==> config.mk <==
export PLATFORM = sky130hd
export DESIGN_NAME = kernel_afu
export DESIGN_NICKNAME = d
export VERILOG_FILES = /design/src/source/kernel_pkg.sv /design/src/source/kernel_ifs.sv /design/src/source/axi_port_stage.sv /design/src/source/kernel_afu.sv /design/src/source/kernel_control.sv /design/src/source/kernel_cu.sv
export SDC_FILE = /design/constraint.sdc
export NUM_CORES = 1
export LEC_CHECK = 0
export ABC_CLOCK_PERIOD_IN_PS = 3400
export BUFFER_PORTS_ARGS = -buffer_cell sky130_fd_sc_hd__buf_2
export CAP_MARGIN = 20
export CORE_AREA = 2 2 165 167
export DETAILED_ROUTE_END_ITERATION = 8
export DIE_AREA = 0 0 167 169
export PLACE_DENSITY = 0.68
export SETUP_SLACK_MARGIN = 0.2
export SLEW_MARGIN = 20
export SYNTH_ARGS = -nofsm -noshare
export SYNTH_HDL_FRONTEND = slang
export SYNTH_SLANG_ARGS = --single-unit
==> constraint.sdc <==
create_clock -name ap_clk -period 3.4 [get_ports ap_clk]
set_input_delay 0 -clock ap_clk [delete_from_list [all_inputs] [get_ports ap_clk]]
set_output_delay 0 -clock ap_clk [all_outputs]
set_load 0.005 [all_outputs]
==> src/source/kernel_pkg.sv <==
/*
  Kernel package
  Word, strobe, burst and count types of the reduction kernel,
  the state encodings of both FSMs and the byte-order swap used
  at the memory boundary
*/
`default_nettype none

package kernel_pkg;

  // --------------------------------------------------
  // Data path types
  // --------------------------------------------------
  typedef logic [31:0] word_t;       // One memory data word
  typedef logic [3:0]  strb_t;       // One strobe bit per byte
  typedef logic [7:0]  burst_len_t;  // Beats minus one
  typedef logic [8:0]  word_count_t; // Words per job, 1 to 256

  // --------------------------------------------------
  // FSM encodings
  // --------------------------------------------------
  typedef enum logic [1:0] {
    CTRL_IDLE,     // Waiting for ap_start
    CTRL_START_CU, // ap_ready cycle, descriptor capture
    CTRL_WAIT_CU,  // req up, waiting for ack
    CTRL_DONE      // ap_done held until ap_continue
  } ctrl_state_e;

  typedef enum logic [2:0] {
    CU_IDLE,
    CU_READ_ADDR,  // Single read request
    CU_READ_DATA,  // Accumulating beats
    CU_WRITE,      // Address and data of the total
    CU_WRITE_RESP,
    CU_ACK         // Four-phase return
  } cu_state_e;

  // Reverse the byte order of one word
  function automatic word_t swap_bytes(input word_t data);
    return {data[7:0], data[15:8], data[23:16], data[31:24]};
  endfunction

endpackage : kernel_pkg

`default_nettype wire
==> src/source/kernel_ifs.sv <==
/*
  Kernel interfaces
  Read port, write port and the compute command channel,
  each with a master and a slave modport
*/
`default_nettype none

// --------------------------------------------------
// Read address and read data channels
// --------------------------------------------------
interface mem_read_if import kernel_pkg::*; #(
  parameter int ADDR_WIDTH = 32
) ();
  logic                  arvalid;
  logic                  arready;
  logic [ADDR_WIDTH-1:0] araddr;
  burst_len_t            arlen;
  logic                  rvalid;
  logic                  rready;
  word_t                 rdata;
  logic                  rlast;

  modport master (
    output arvalid, araddr, arlen, rready,
    input  arready, rvalid, rdata, rlast
  );

  modport slave (
    input  arvalid, araddr, arlen, rready,
    output arready, rvalid, rdata, rlast
  );
endinterface : mem_read_if

// --------------------------------------------------
// Write address, write data and response channels
// --------------------------------------------------
interface mem_write_if import kernel_pkg::*; #(
  parameter int ADDR_WIDTH = 32
) ();
  logic                  awvalid;
  logic                  awready;
  logic [ADDR_WIDTH-1:0] awaddr;
  burst_len_t            awlen;
  logic                  wvalid;
  logic                  wready;
  word_t                 wdata;
  strb_t                 wstrb;
  logic                  wlast;
  logic                  bvalid;
  logic                  bready;

  modport master (
    output awvalid, awaddr, awlen, wvalid, wdata, wstrb, wlast, bready,
    input  awready, wready, bvalid
  );

  modport slave (
    input  awvalid, awaddr, awlen, wvalid, wdata, wstrb, wlast, bready,
    output awready, wready, bvalid
  );
endinterface : mem_write_if

// Job command, four-phase req/ack
interface cu_cmd_if import kernel_pkg::*; #(
  parameter int ADDR_WIDTH = 32
) ();
  logic                  req;
  logic                  ack;
  logic [ADDR_WIDTH-1:0] src_addr;
  logic [ADDR_WIDTH-1:0] dst_addr;
  word_count_t           count;

  modport master (output req, src_addr, dst_addr, count, input ack);
  modport slave  (input req, src_addr, dst_addr, count, output ack);
endinterface : cu_cmd_if

`default_nettype wire

==> src/source/axi_port_stage.sv <==
/*
  Memory port stage
  Registers every read and write channel signal once in each
  direction. Readies and valids towards the CU carry the
  completed external transfer, so each beat is seen exactly once.
  Read and write data are byte swapped when endian is set.
*/
`default_nettype none

module axi_port_stage import kernel_pkg::*; #(
  parameter int ADDR_WIDTH = 32
) (
  input  logic        ap_clk,
  input  logic        areset_m_axi,
  input  logic        endian,
  mem_read_if.slave   cu_rd,     // From the compute unit
  mem_write_if.slave  cu_wr,
  mem_read_if.master  mem_rd,    // Towards memory
  mem_write_if.master mem_wr
);

  logic ar_fire, r_fire, aw_fire, w_fire, b_fire;
  logic ar_sent, aw_sent, w_sent; // External transfer done, CU valid still up

  assign ar_fire = mem_rd.arvalid & mem_rd.arready;
  assign r_fire  = mem_rd.rvalid & mem_rd.rready;
  assign aw_fire = mem_wr.awvalid & mem_wr.awready;
  assign w_fire  = mem_wr.wvalid & mem_wr.wready;
  assign b_fire  = mem_wr.bvalid & mem_wr.bready;

  // --------------------------------------------------
  // Read channels
  // --------------------------------------------------
  always_ff @(posedge ap_clk) begin
    if (areset_m_axi) begin
      cu_rd.arready  <= 1'b0;
      cu_rd.rvalid   <= 1'b0;
      cu_rd.rdata    <= '0;
      cu_rd.rlast    <= 1'b0;
      mem_rd.arvalid <= 1'b0;
      mem_rd.araddr  <= {ADDR_WIDTH{1'b0}};
      mem_rd.arlen   <= '0;
      mem_rd.rready  <= 1'b0;
      ar_sent        <= 1'b0;
    end else begin
      cu_rd.arready  <= ar_fire;                        // Accept seen one cycle late
      cu_rd.rvalid   <= r_fire;                         // Only beats actually taken
      cu_rd.rdata    <= endian ? swap_bytes(mem_rd.rdata) : mem_rd.rdata;
      cu_rd.rlast    <= mem_rd.rlast;
      mem_rd.arvalid <= cu_rd.arvalid & ~ar_fire & ~ar_sent; // No second request
      mem_rd.araddr  <= cu_rd.araddr;
      mem_rd.arlen   <= cu_rd.arlen;
      mem_rd.rready  <= cu_rd.rready;
      ar_sent        <= ar_fire | (ar_sent & cu_rd.arvalid);
    end
  end

  // --------------------------------------------------
  // Write channels
  // --------------------------------------------------
  always_ff @(posedge ap_clk) begin
    if (areset_m_axi) begin
      cu_wr.awready  <= 1'b0;
      cu_wr.wready   <= 1'b0;
      cu_wr.bvalid   <= 1'b0;
      mem_wr.awvalid <= 1'b0;
      mem_wr.awaddr  <= {ADDR_WIDTH{1'b0}};
      mem_wr.awlen   <= '0;
      mem_wr.wvalid  <= 1'b0;
      mem_wr.wdata   <= '0;
      mem_wr.wstrb   <= '0;
      mem_wr.wlast   <= 1'b0;
      mem_wr.bready  <= 1'b0;
      aw_sent        <= 1'b0;
      w_sent         <= 1'b0;
    end else begin
      cu_wr.awready  <= aw_fire;
      cu_wr.wready   <= w_fire;
      cu_wr.bvalid   <= b_fire;                         // One response per write
      mem_wr.awvalid <= cu_wr.awvalid & ~aw_fire & ~aw_sent;
      mem_wr.awaddr  <= cu_wr.awaddr;
      mem_wr.awlen   <= cu_wr.awlen;
      mem_wr.wvalid  <= cu_wr.wvalid & ~w_fire & ~w_sent;
      mem_wr.wdata   <= endian ? swap_bytes(cu_wr.wdata) : cu_wr.wdata;
      mem_wr.wstrb   <= cu_wr.wstrb;
      mem_wr.wlast   <= cu_wr.wlast;
      mem_wr.bready  <= cu_wr.bready;
      aw_sent        <= aw_fire | (aw_sent & cu_wr.awvalid);
      w_sent         <= w_fire | (w_sent & cu_wr.wvalid);
    end
  end

endmodule : axi_port_stage

`default_nettype wire

==> src/source/kernel_afu.sv <==
/*
  Kernel top level
  Host control, compute unit and registered memory port
  stage, wired to plain host and m00_axi ports
*/
`default_nettype none

module kernel_afu import kernel_pkg::*; #(
  parameter int ADDR_WIDTH = 32
) (
  input  logic                  ap_clk,
  input  logic                  areset_m_axi,
  input  logic                  ap_start,
  input  logic                  ap_continue,
  input  logic [63:0]           buffer_0,
  input  logic [63:0]           buffer_1,
  input  logic [63:0]           buffer_2,
  input  logic [63:0]           buffer_3,
  output logic                  ap_idle,
  output logic                  ap_ready,
  output logic                  ap_done,
  // Read channels
  output logic                  m00_axi_arvalid,
  input  logic                  m00_axi_arready,
  output logic [ADDR_WIDTH-1:0] m00_axi_araddr,
  output burst_len_t            m00_axi_arlen,
  input  logic                  m00_axi_rvalid,
  output logic                  m00_axi_rready,
  input  word_t                 m00_axi_rdata,
  input  logic                  m00_axi_rlast,
  // Write channels
  output logic                  m00_axi_awvalid,
  input  logic                  m00_axi_awready,
  output logic [ADDR_WIDTH-1:0] m00_axi_awaddr,
  output burst_len_t            m00_axi_awlen,
  output logic                  m00_axi_wvalid,
  input  logic                  m00_axi_wready,
  output word_t                 m00_axi_wdata,
  output strb_t                 m00_axi_wstrb,
  output logic                  m00_axi_wlast,
  input  logic                  m00_axi_bvalid,
  output logic                  m00_axi_bready
);

  logic endian;  // Latched by control, used by the port stage

  // --------------------------------------------------
  // Interfaces
  // --------------------------------------------------
  cu_cmd_if    #(.ADDR_WIDTH(ADDR_WIDTH)) cmd ();
  mem_read_if  #(.ADDR_WIDTH(ADDR_WIDTH)) cu_rd ();   // CU side
  mem_write_if #(.ADDR_WIDTH(ADDR_WIDTH)) cu_wr ();
  mem_read_if  #(.ADDR_WIDTH(ADDR_WIDTH)) mem_rd ();  // Memory side
  mem_write_if #(.ADDR_WIDTH(ADDR_WIDTH)) mem_wr ();

  // Memory side to m00_axi ports
  assign m00_axi_arvalid = mem_rd.arvalid;
  assign m00_axi_araddr  = mem_rd.araddr;
  assign m00_axi_arlen   = mem_rd.arlen;
  assign m00_axi_rready  = mem_rd.rready;
  assign mem_rd.arready  = m00_axi_arready;
  assign mem_rd.rvalid   = m00_axi_rvalid;
  assign mem_rd.rdata    = m00_axi_rdata;
  assign mem_rd.rlast    = m00_axi_rlast;

  assign m00_axi_awvalid = mem_wr.awvalid;
  assign m00_axi_awaddr  = mem_wr.awaddr;
  assign m00_axi_awlen   = mem_wr.awlen;
  assign m00_axi_wvalid  = mem_wr.wvalid;
  assign m00_axi_wdata   = mem_wr.wdata;
  assign m00_axi_wstrb   = mem_wr.wstrb;
  assign m00_axi_wlast   = mem_wr.wlast;
  assign m00_axi_bready  = mem_wr.bready;
  assign mem_wr.awready  = m00_axi_awready;
  assign mem_wr.wready   = m00_axi_wready;
  assign mem_wr.bvalid   = m00_axi_bvalid;

  // --------------------------------------------------
  // Blocks
  // --------------------------------------------------
  kernel_control #(.ADDR_WIDTH(ADDR_WIDTH)) inst_kernel_control (
    .ap_clk      (ap_clk),
    .areset_m_axi(areset_m_axi),
    .ap_start    (ap_start),
    .ap_continue (ap_continue),
    .buffer_0    (buffer_0),
    .buffer_1    (buffer_1),
    .buffer_2    (buffer_2),
    .buffer_3    (buffer_3),
    .ap_idle     (ap_idle),
    .ap_ready    (ap_ready),
    .ap_done     (ap_done),
    .endian      (endian),
    .cmd         (cmd)
  );

  kernel_cu #(.ADDR_WIDTH(ADDR_WIDTH)) inst_kernel_cu (
    .ap_clk      (ap_clk),
    .areset_m_axi(areset_m_axi),
    .cmd         (cmd),
    .rd          (cu_rd),
    .wr          (cu_wr)
  );

  axi_port_stage #(.ADDR_WIDTH(ADDR_WIDTH)) inst_axi_port_stage (
    .ap_clk      (ap_clk),
    .areset_m_axi(areset_m_axi),
    .endian      (endian),
    .cu_rd       (cu_rd),
    .cu_wr       (cu_wr),
    .mem_rd      (mem_rd),
    .mem_wr      (mem_wr)
  );

endmodule : kernel_afu

`default_nettype wire

==> src/source/kernel_control.sv <==
/*
  Kernel control
  ap_ctrl_chain FSM towards the host. Captures the buffer
  descriptor on the ap_ready cycle, starts the compute unit by
  four-phase req/ack and holds ap_done until ap_continue.
*/
`default_nettype none

module kernel_control import kernel_pkg::*; #(
  parameter int ADDR_WIDTH = 32
) (
  input  logic        ap_clk,
  input  logic        areset_m_axi,
  input  logic        ap_start,
  input  logic        ap_continue,
  input  logic [63:0] buffer_0,     // Source address
  input  logic [63:0] buffer_1,     // Destination address
  input  logic [63:0] buffer_2,     // Word count in low bits
  input  logic [63:0] buffer_3,     // Endian flag in bit 0
  output logic        ap_idle,
  output logic        ap_ready,
  output logic        ap_done,
  output logic        endian,
  cu_cmd_if.master    cmd
);

  ctrl_state_e state;
  logic        start_q;       // Registered ap_start
  logic        continue_q;    // Registered ap_continue
  logic        continue_seen; // ap_continue came before ack fell

  // --------------------------------------------------
  // Host handshake registers
  // --------------------------------------------------
  always_ff @(posedge ap_clk) begin
    if (areset_m_axi) begin
      start_q    <= 1'b0;
      continue_q <= 1'b0;
    end else begin
      start_q    <= ap_start;
      continue_q <= ap_continue;
    end
  end

  // --------------------------------------------------
  // Control FSM
  // --------------------------------------------------
  always_ff @(posedge ap_clk) begin
    if (areset_m_axi) begin
      state         <= CTRL_IDLE;
      ap_idle       <= 1'b1;
      ap_ready      <= 1'b0;
      ap_done       <= 1'b0;
      endian        <= 1'b0;
      cmd.req       <= 1'b0;
      continue_seen <= 1'b0;
    end else begin
      ap_ready <= 1'b0;                       // Single-cycle pulse
      case (state)
        CTRL_IDLE: begin
          if (start_q) begin
            ap_ready <= 1'b1;
            ap_idle  <= 1'b0;
            state    <= CTRL_START_CU;
          end
        end
        CTRL_START_CU: begin                  // ap_ready high here
          endian  <= buffer_3[0];             // Stable for the whole job
          cmd.req <= 1'b1;                    // Fields land on the same edge
          state   <= CTRL_WAIT_CU;
        end
        CTRL_WAIT_CU: begin
          if (cmd.ack) begin
            cmd.req <= 1'b0;                  // Phase 3 of req/ack
            ap_done <= 1'b1;
            state   <= CTRL_DONE;
          end
        end
        CTRL_DONE: begin
          if (continue_q) continue_seen <= 1'b1;
          // Leave only once the CU has dropped ack
          if ((continue_q || continue_seen) && !cmd.ack) begin
            ap_done       <= 1'b0;
            ap_idle       <= 1'b1;
            continue_seen <= 1'b0;
            state         <= CTRL_IDLE;
          end
        end
        default: state <= CTRL_IDLE;
      endcase
    end
  end

  // Descriptor capture on the ap_ready cycle
  always_ff @(posedge ap_clk) begin
    if (state == CTRL_START_CU) begin
      cmd.src_addr <= buffer_0[ADDR_WIDTH-1:0];
      cmd.dst_addr <= buffer_1[ADDR_WIDTH-1:0];
      cmd.count    <= buffer_2[8:0];          // Legal range 1 to 256
    end
  end

endmodule : kernel_control

`default_nettype wire

==> src/source/kernel_cu.sv <==
/*
  Compute unit
  Reads count edge weights in one burst from src_addr, sums
  them modulo 2^32 and writes the total as a single beat to
  dst_addr. Acknowledges the job after the write response.
*/
`default_nettype none

module kernel_cu import kernel_pkg::*; #(
  parameter int ADDR_WIDTH = 32
) (
  input  logic        ap_clk,
  input  logic        areset_m_axi,
  cu_cmd_if.slave     cmd,
  mem_read_if.master  rd,
  mem_write_if.master wr
);

  cu_state_e   state;
  word_t       sum;        // Running total, wraps at 32 bits
  word_count_t beat_cnt;   // Beats accepted so far
  logic        aw_done;    // Write address taken
  logic        w_done;     // Write data taken
  logic        beat;       // Read beat accepted this cycle
  logic        last_beat;

  assign beat      = rd.rvalid & rd.rready;
  assign last_beat = rd.rlast | (beat_cnt == cmd.count - 9'd1);

  // --------------------------------------------------
  // Channel outputs, decoded from state
  // --------------------------------------------------
  assign rd.arvalid = (state == CU_READ_ADDR);
  assign rd.araddr  = cmd.src_addr[ADDR_WIDTH-1:0];
  assign rd.arlen   = burst_len_t'(cmd.count - 9'd1); // 256 words gives 255
  assign rd.rready  = (state == CU_READ_DATA);        // Held through the burst

  assign wr.awvalid = (state == CU_WRITE) & ~aw_done;
  assign wr.awaddr  = cmd.dst_addr[ADDR_WIDTH-1:0];
  assign wr.awlen   = '0;                             // Single beat
  assign wr.wvalid  = (state == CU_WRITE) & ~w_done;
  assign wr.wdata   = sum;
  assign wr.wstrb   = '1;
  assign wr.wlast   = 1'b1;
  assign wr.bready  = (state == CU_WRITE_RESP);

  assign cmd.ack    = (state == CU_ACK);

  // --------------------------------------------------
  // Job FSM
  // --------------------------------------------------
  always_ff @(posedge ap_clk) begin
    if (areset_m_axi) begin
      state   <= CU_IDLE;
      aw_done <= 1'b0;
      w_done  <= 1'b0;
    end else begin
      case (state)
        CU_IDLE: begin
          if (cmd.req) state <= CU_READ_ADDR;
        end
        CU_READ_ADDR: begin
          if (rd.arvalid && rd.arready) state <= CU_READ_DATA;
        end
        CU_READ_DATA: begin
          if (beat && last_beat) state <= CU_WRITE;
        end
        CU_WRITE: begin                        // AW and W complete in any order
          if (wr.awvalid && wr.awready) aw_done <= 1'b1;
          if (wr.wvalid && wr.wready) w_done <= 1'b1;
          if ((aw_done || wr.awready) && (w_done || wr.wready)) begin
            aw_done <= 1'b0;
            w_done  <= 1'b0;
            state   <= CU_WRITE_RESP;
          end
        end
        CU_WRITE_RESP: begin
          if (wr.bvalid) state <= CU_ACK;
        end
        CU_ACK: begin
          if (!cmd.req) state <= CU_IDLE;      // Drop ack after req falls
        end
        default: state <= CU_IDLE;
      endcase
    end
  end

  // Accumulator and beat counter
  always_ff @(posedge ap_clk) begin
    if (state == CU_IDLE) begin
      sum      <= '0;
      beat_cnt <= '0;
    end else if (beat) begin
      sum      <= sum + rd.rdata;
      beat_cnt <= beat_cnt + 9'd1;
    end
  end

endmodule : kernel_cu

`default_nettype wire

==> run metrics <==
outcome=completed; total power=8.65 mW; clk_lat worst skew=0.55 ns; CP startpoint=inst_kernel_cu.wr.wdata[0]; ys async rst share=0; Final nets=1,676; CP startpoint kind=flip-flop; PD cells=597 mW/mm^2; slowest CP cell=o41ai_2; most frequent cell after synthesis=dfxtp_1; first-pass GRT wire length=42,600 um; Vias/cell=4.76; CP cell instances=ha_1 > inv_1 > fa_1 > nor2b_4 > o31a_1 > o21bai_2 > a311oi_2 > o211ai_1 > a21oi_2 > o41ai_2 > o21ai_1 > xnor2_1 > a21oi_1; number of global-route vias before repair=8,306; Fillers=2,221; reg2reg start=inst_kernel_cu.wr.wdata[0]; CTS H-tree depth=1; Worst Min Path Start=areset_m_axi; CTS Buf Count=30; ys flop type=dfxtp_1; PortBufs=232; MaxCap Viol Count=0; Critical Path Sink Type=flip-flop; Netlist Area Pre-Place=0.0108 mm^2; Relative slew margins=0.292; Starting Density=0.406; top-level port count=423; initial antenna violation count=8; Yosys cell types=62; R2R cell count=13; die height=169 um; final setup violating endpoints=0; Die X=167 um; worst hold path endpoint=inst_axi_port_stage.cu_rd.rlast; CTS tree=yes; leading cell types by count after synthesis=dfxtp_1, nor2_1, nand2_1, nor2b_1, edfxtp_1; GRT Util Overall=0.185; WP data required=3.83 ns; GRT overflow=0; setup bufs post-CTS=0; clk_skew=0.0112 ns; hold path cells=2; Buf/Inv on CP=1; static leakage=6.16 nW; PostCTS Resize Cnt=0; DR pass1 iterations=5; cell count after synthesis=984; Setup CP Type=flip-flop to flip-flop; top cell type's share of synthesized area=0.385; Synth Warn #=0; Crit Path Max Fanout=4; Synth area leaders=dfxtp_1, edfxtp_1, mux2i_1; cell family with most CP delay=compound AO/OA/AOI/OAI gates; Detail Placement HPWL=16,700 um; layout cells sized above 1=0.222; Root Driver=clkbuf_16; Final period util=0.848; unrepaired setup endpoints after global routing=no; multi-input logic area=0.00417 mm^2; core box area=0.0265 mm^2; Hold WC Path Type=input port to flip-flop; CTS Buffer Depth=3; largest net degree at the start of global routing=90; die area=0.0282 mm^2; clk sinks=280; Register Area=0.00634 mm^2; reg-to-reg slack, setup=0.52 ns; initial detailed-routing violation count=445; area delta synth->final=34.7%; Peak supply drop=0.483 mV; drt drc=0; Tmin final=2.88 ns; final hold vios=0; capture point of the worst reg-to-reg path=inst_kernel_cu.wr.wdata[30]; vias post-DR=8,151; Max Clock Freq=0.347 GHz; setup_tns=0 ns; Worst Max-Slew Pin Slew=1.06 ns; Worst-path clk slew=0.07 ns; sequential area share after synthesis=0.589; Synth Register Bits=280; cell row count=60; drt wl/cell=15.5 um; fin. max-slew vios=0; Syn Area/Cell=10.9 um^2; number of synthesized flops with an enable pin=73; RePlAce Congestion=0.863; post-route ant nets=0; Worst Path Arrival=3.31 ns; final WL=26,500 um; leading area contributor after synthesis=dfxtp_1; critical path's largest stage delay=0.41 ns
==> state kept, by name, summed over array words and instances, names as in the netlist, 2 cells and up <==
name / cells
inst_kernel_control.cmd.src_addr: 32
inst_kernel_cu.beat_cnt: 9
inst_kernel_cu.state: 3
inst_kernel_control.cmd.dst_addr: 32
inst_axi_port_stage.mem_wr.awaddr: 32
inst_axi_port_stage.mem_rd.araddr: 32
inst_kernel_cu.wr.wdata: 32
inst_axi_port_stage.cu_rd.rdata: 32
inst_kernel_control.cmd.count: 9
inst_kernel_control.state: 2
inst_axi_port_stage.mem_wr.wdata: 32
inst_axi_port_stage.mem_rd.arlen: 8
==> power breakdown <==
group          internal, mW  switching, mW
sequential             3.94          0.237
clock                  1.83           1.31
combinational         0.644          0.683
total                  6.41           2.23
==> how the worst max path moves through the flow <==
stage          depth (start not counted)                          end  slack, ns
3_5_place_dp                          13  inst_kernel_cu.wr.wdata[30]       0.55
3_3_place_gp                          13  inst_kernel_cu.wr.wdata[30]       0.58
5_1_grt                               13  inst_kernel_cu.wr.wdata[30]       0.26
4_1_cts                               13  inst_kernel_cu.wr.wdata[30]       0.54
6_report                              13  inst_kernel_cu.wr.wdata[30]       0.52
2_1_floorplan                          4   inst_kernel_control.endian       0.72
==> worst reg2reg max path: cells and delay by family, from the launching register on <==
family,cells,cell delay (ns)
compound gates,8,1.69
fa+ha+maj,2,0.46
flops,1,0.33
xor+xnor,1,0.15
buf+inv,1,0.08
simple gates,1,0.06
==> cell families (layout without fill, tap and decap cells) <==
group / count (synthesis) / after routing / share of synthesized area
AO/OA/AOI/OAI: 142 / 142 / 0.0835
XOR/XNOR: 43 / 43 / 0.0350
adder cells (fa/ha/maj): 38 / 38 / 0.0449
buffers and inverters: 69 / 442 / 0.0283
flip-flops: 280 / 280 / 0.589
multiplexers: 68 / 68 / 0.0632
other: 1 / 15 / 0.000348
AND/OR/NAND/NOR: 343 / 343 / 0.156
==> cell type report <==
| type | instances | area share |
|---|---|---|
| Timing Repair Buffer | 370 | 0.174 |
| Inverter | 16 | 0.00414 |
| Tap cell | 341 | 0.0294 |
| Antenna cell | 7 | 0.00121 |
| Sequential cell | 280 | 0.437 |
| Multi-Input combinational cell | 642 | 0.287 |
| Clock inverter | 10 | 0.00665 |
| Clock buffer | 46 | 0.0595 |
==> layer usage <==
metal  up-vias  share of wire  track usage
met5         -        0.00060            0
met4         2          0.026       0.0543
met3        44          0.078       0.0563
met2       234           0.47        0.315
met1      3777           0.43        0.227
li1       4094              -            -
==> cells in the final DEF (no fill, tap or decap), types with 9 or more instances in the layout <==
cell type and instances:
dlygate4sd3_1 130, buf_4 9, nor3_1 14, inv_1 16
nor2_1 122, nor2b_1 74, and3_1 9, o21ai_0 20
buf_2 231, mux2i_1 68, clkbuf_1 12, xor2_1 21
clkbuf_16 31, a21o_1 18, dfxtp_1 206, a21oi_1 57
nand2_1 75, edfxtp_1 73, xnor2_1 22, ha_1 36
==> stage by stage <==
| stage | instances | hold slack, ns | setup WS (ns) | util | instance area (um^2) |
|---|---|---|---|---|---|
| after floorplan | 991 | 0.0989 | 0.720 | - | 10800 |
| after global placement | 1519 | 0.176 | 0.577 | 0.461 | 12200 |
| after detailed placement | 1519 | 0.178 | 0.549 | 0.461 | 12200 |
| after CTS | 1705 | 0.0409 | 0.542 | 0.546 | 14500 |
| after global routing | 1711 | 0.0841 | 0.264 | 0.547 | 14500 |
| final | 1712 | 0.0247 | 0.515 | 0.547 | 14500 |
==> what timing repair did <==
item,4_1_cts,5_1_grt
hold endpoints to repair,120,0
hold buffers,130,0
endpoints found under the setup margin,0,0
(Power assumes the default switching activity.)
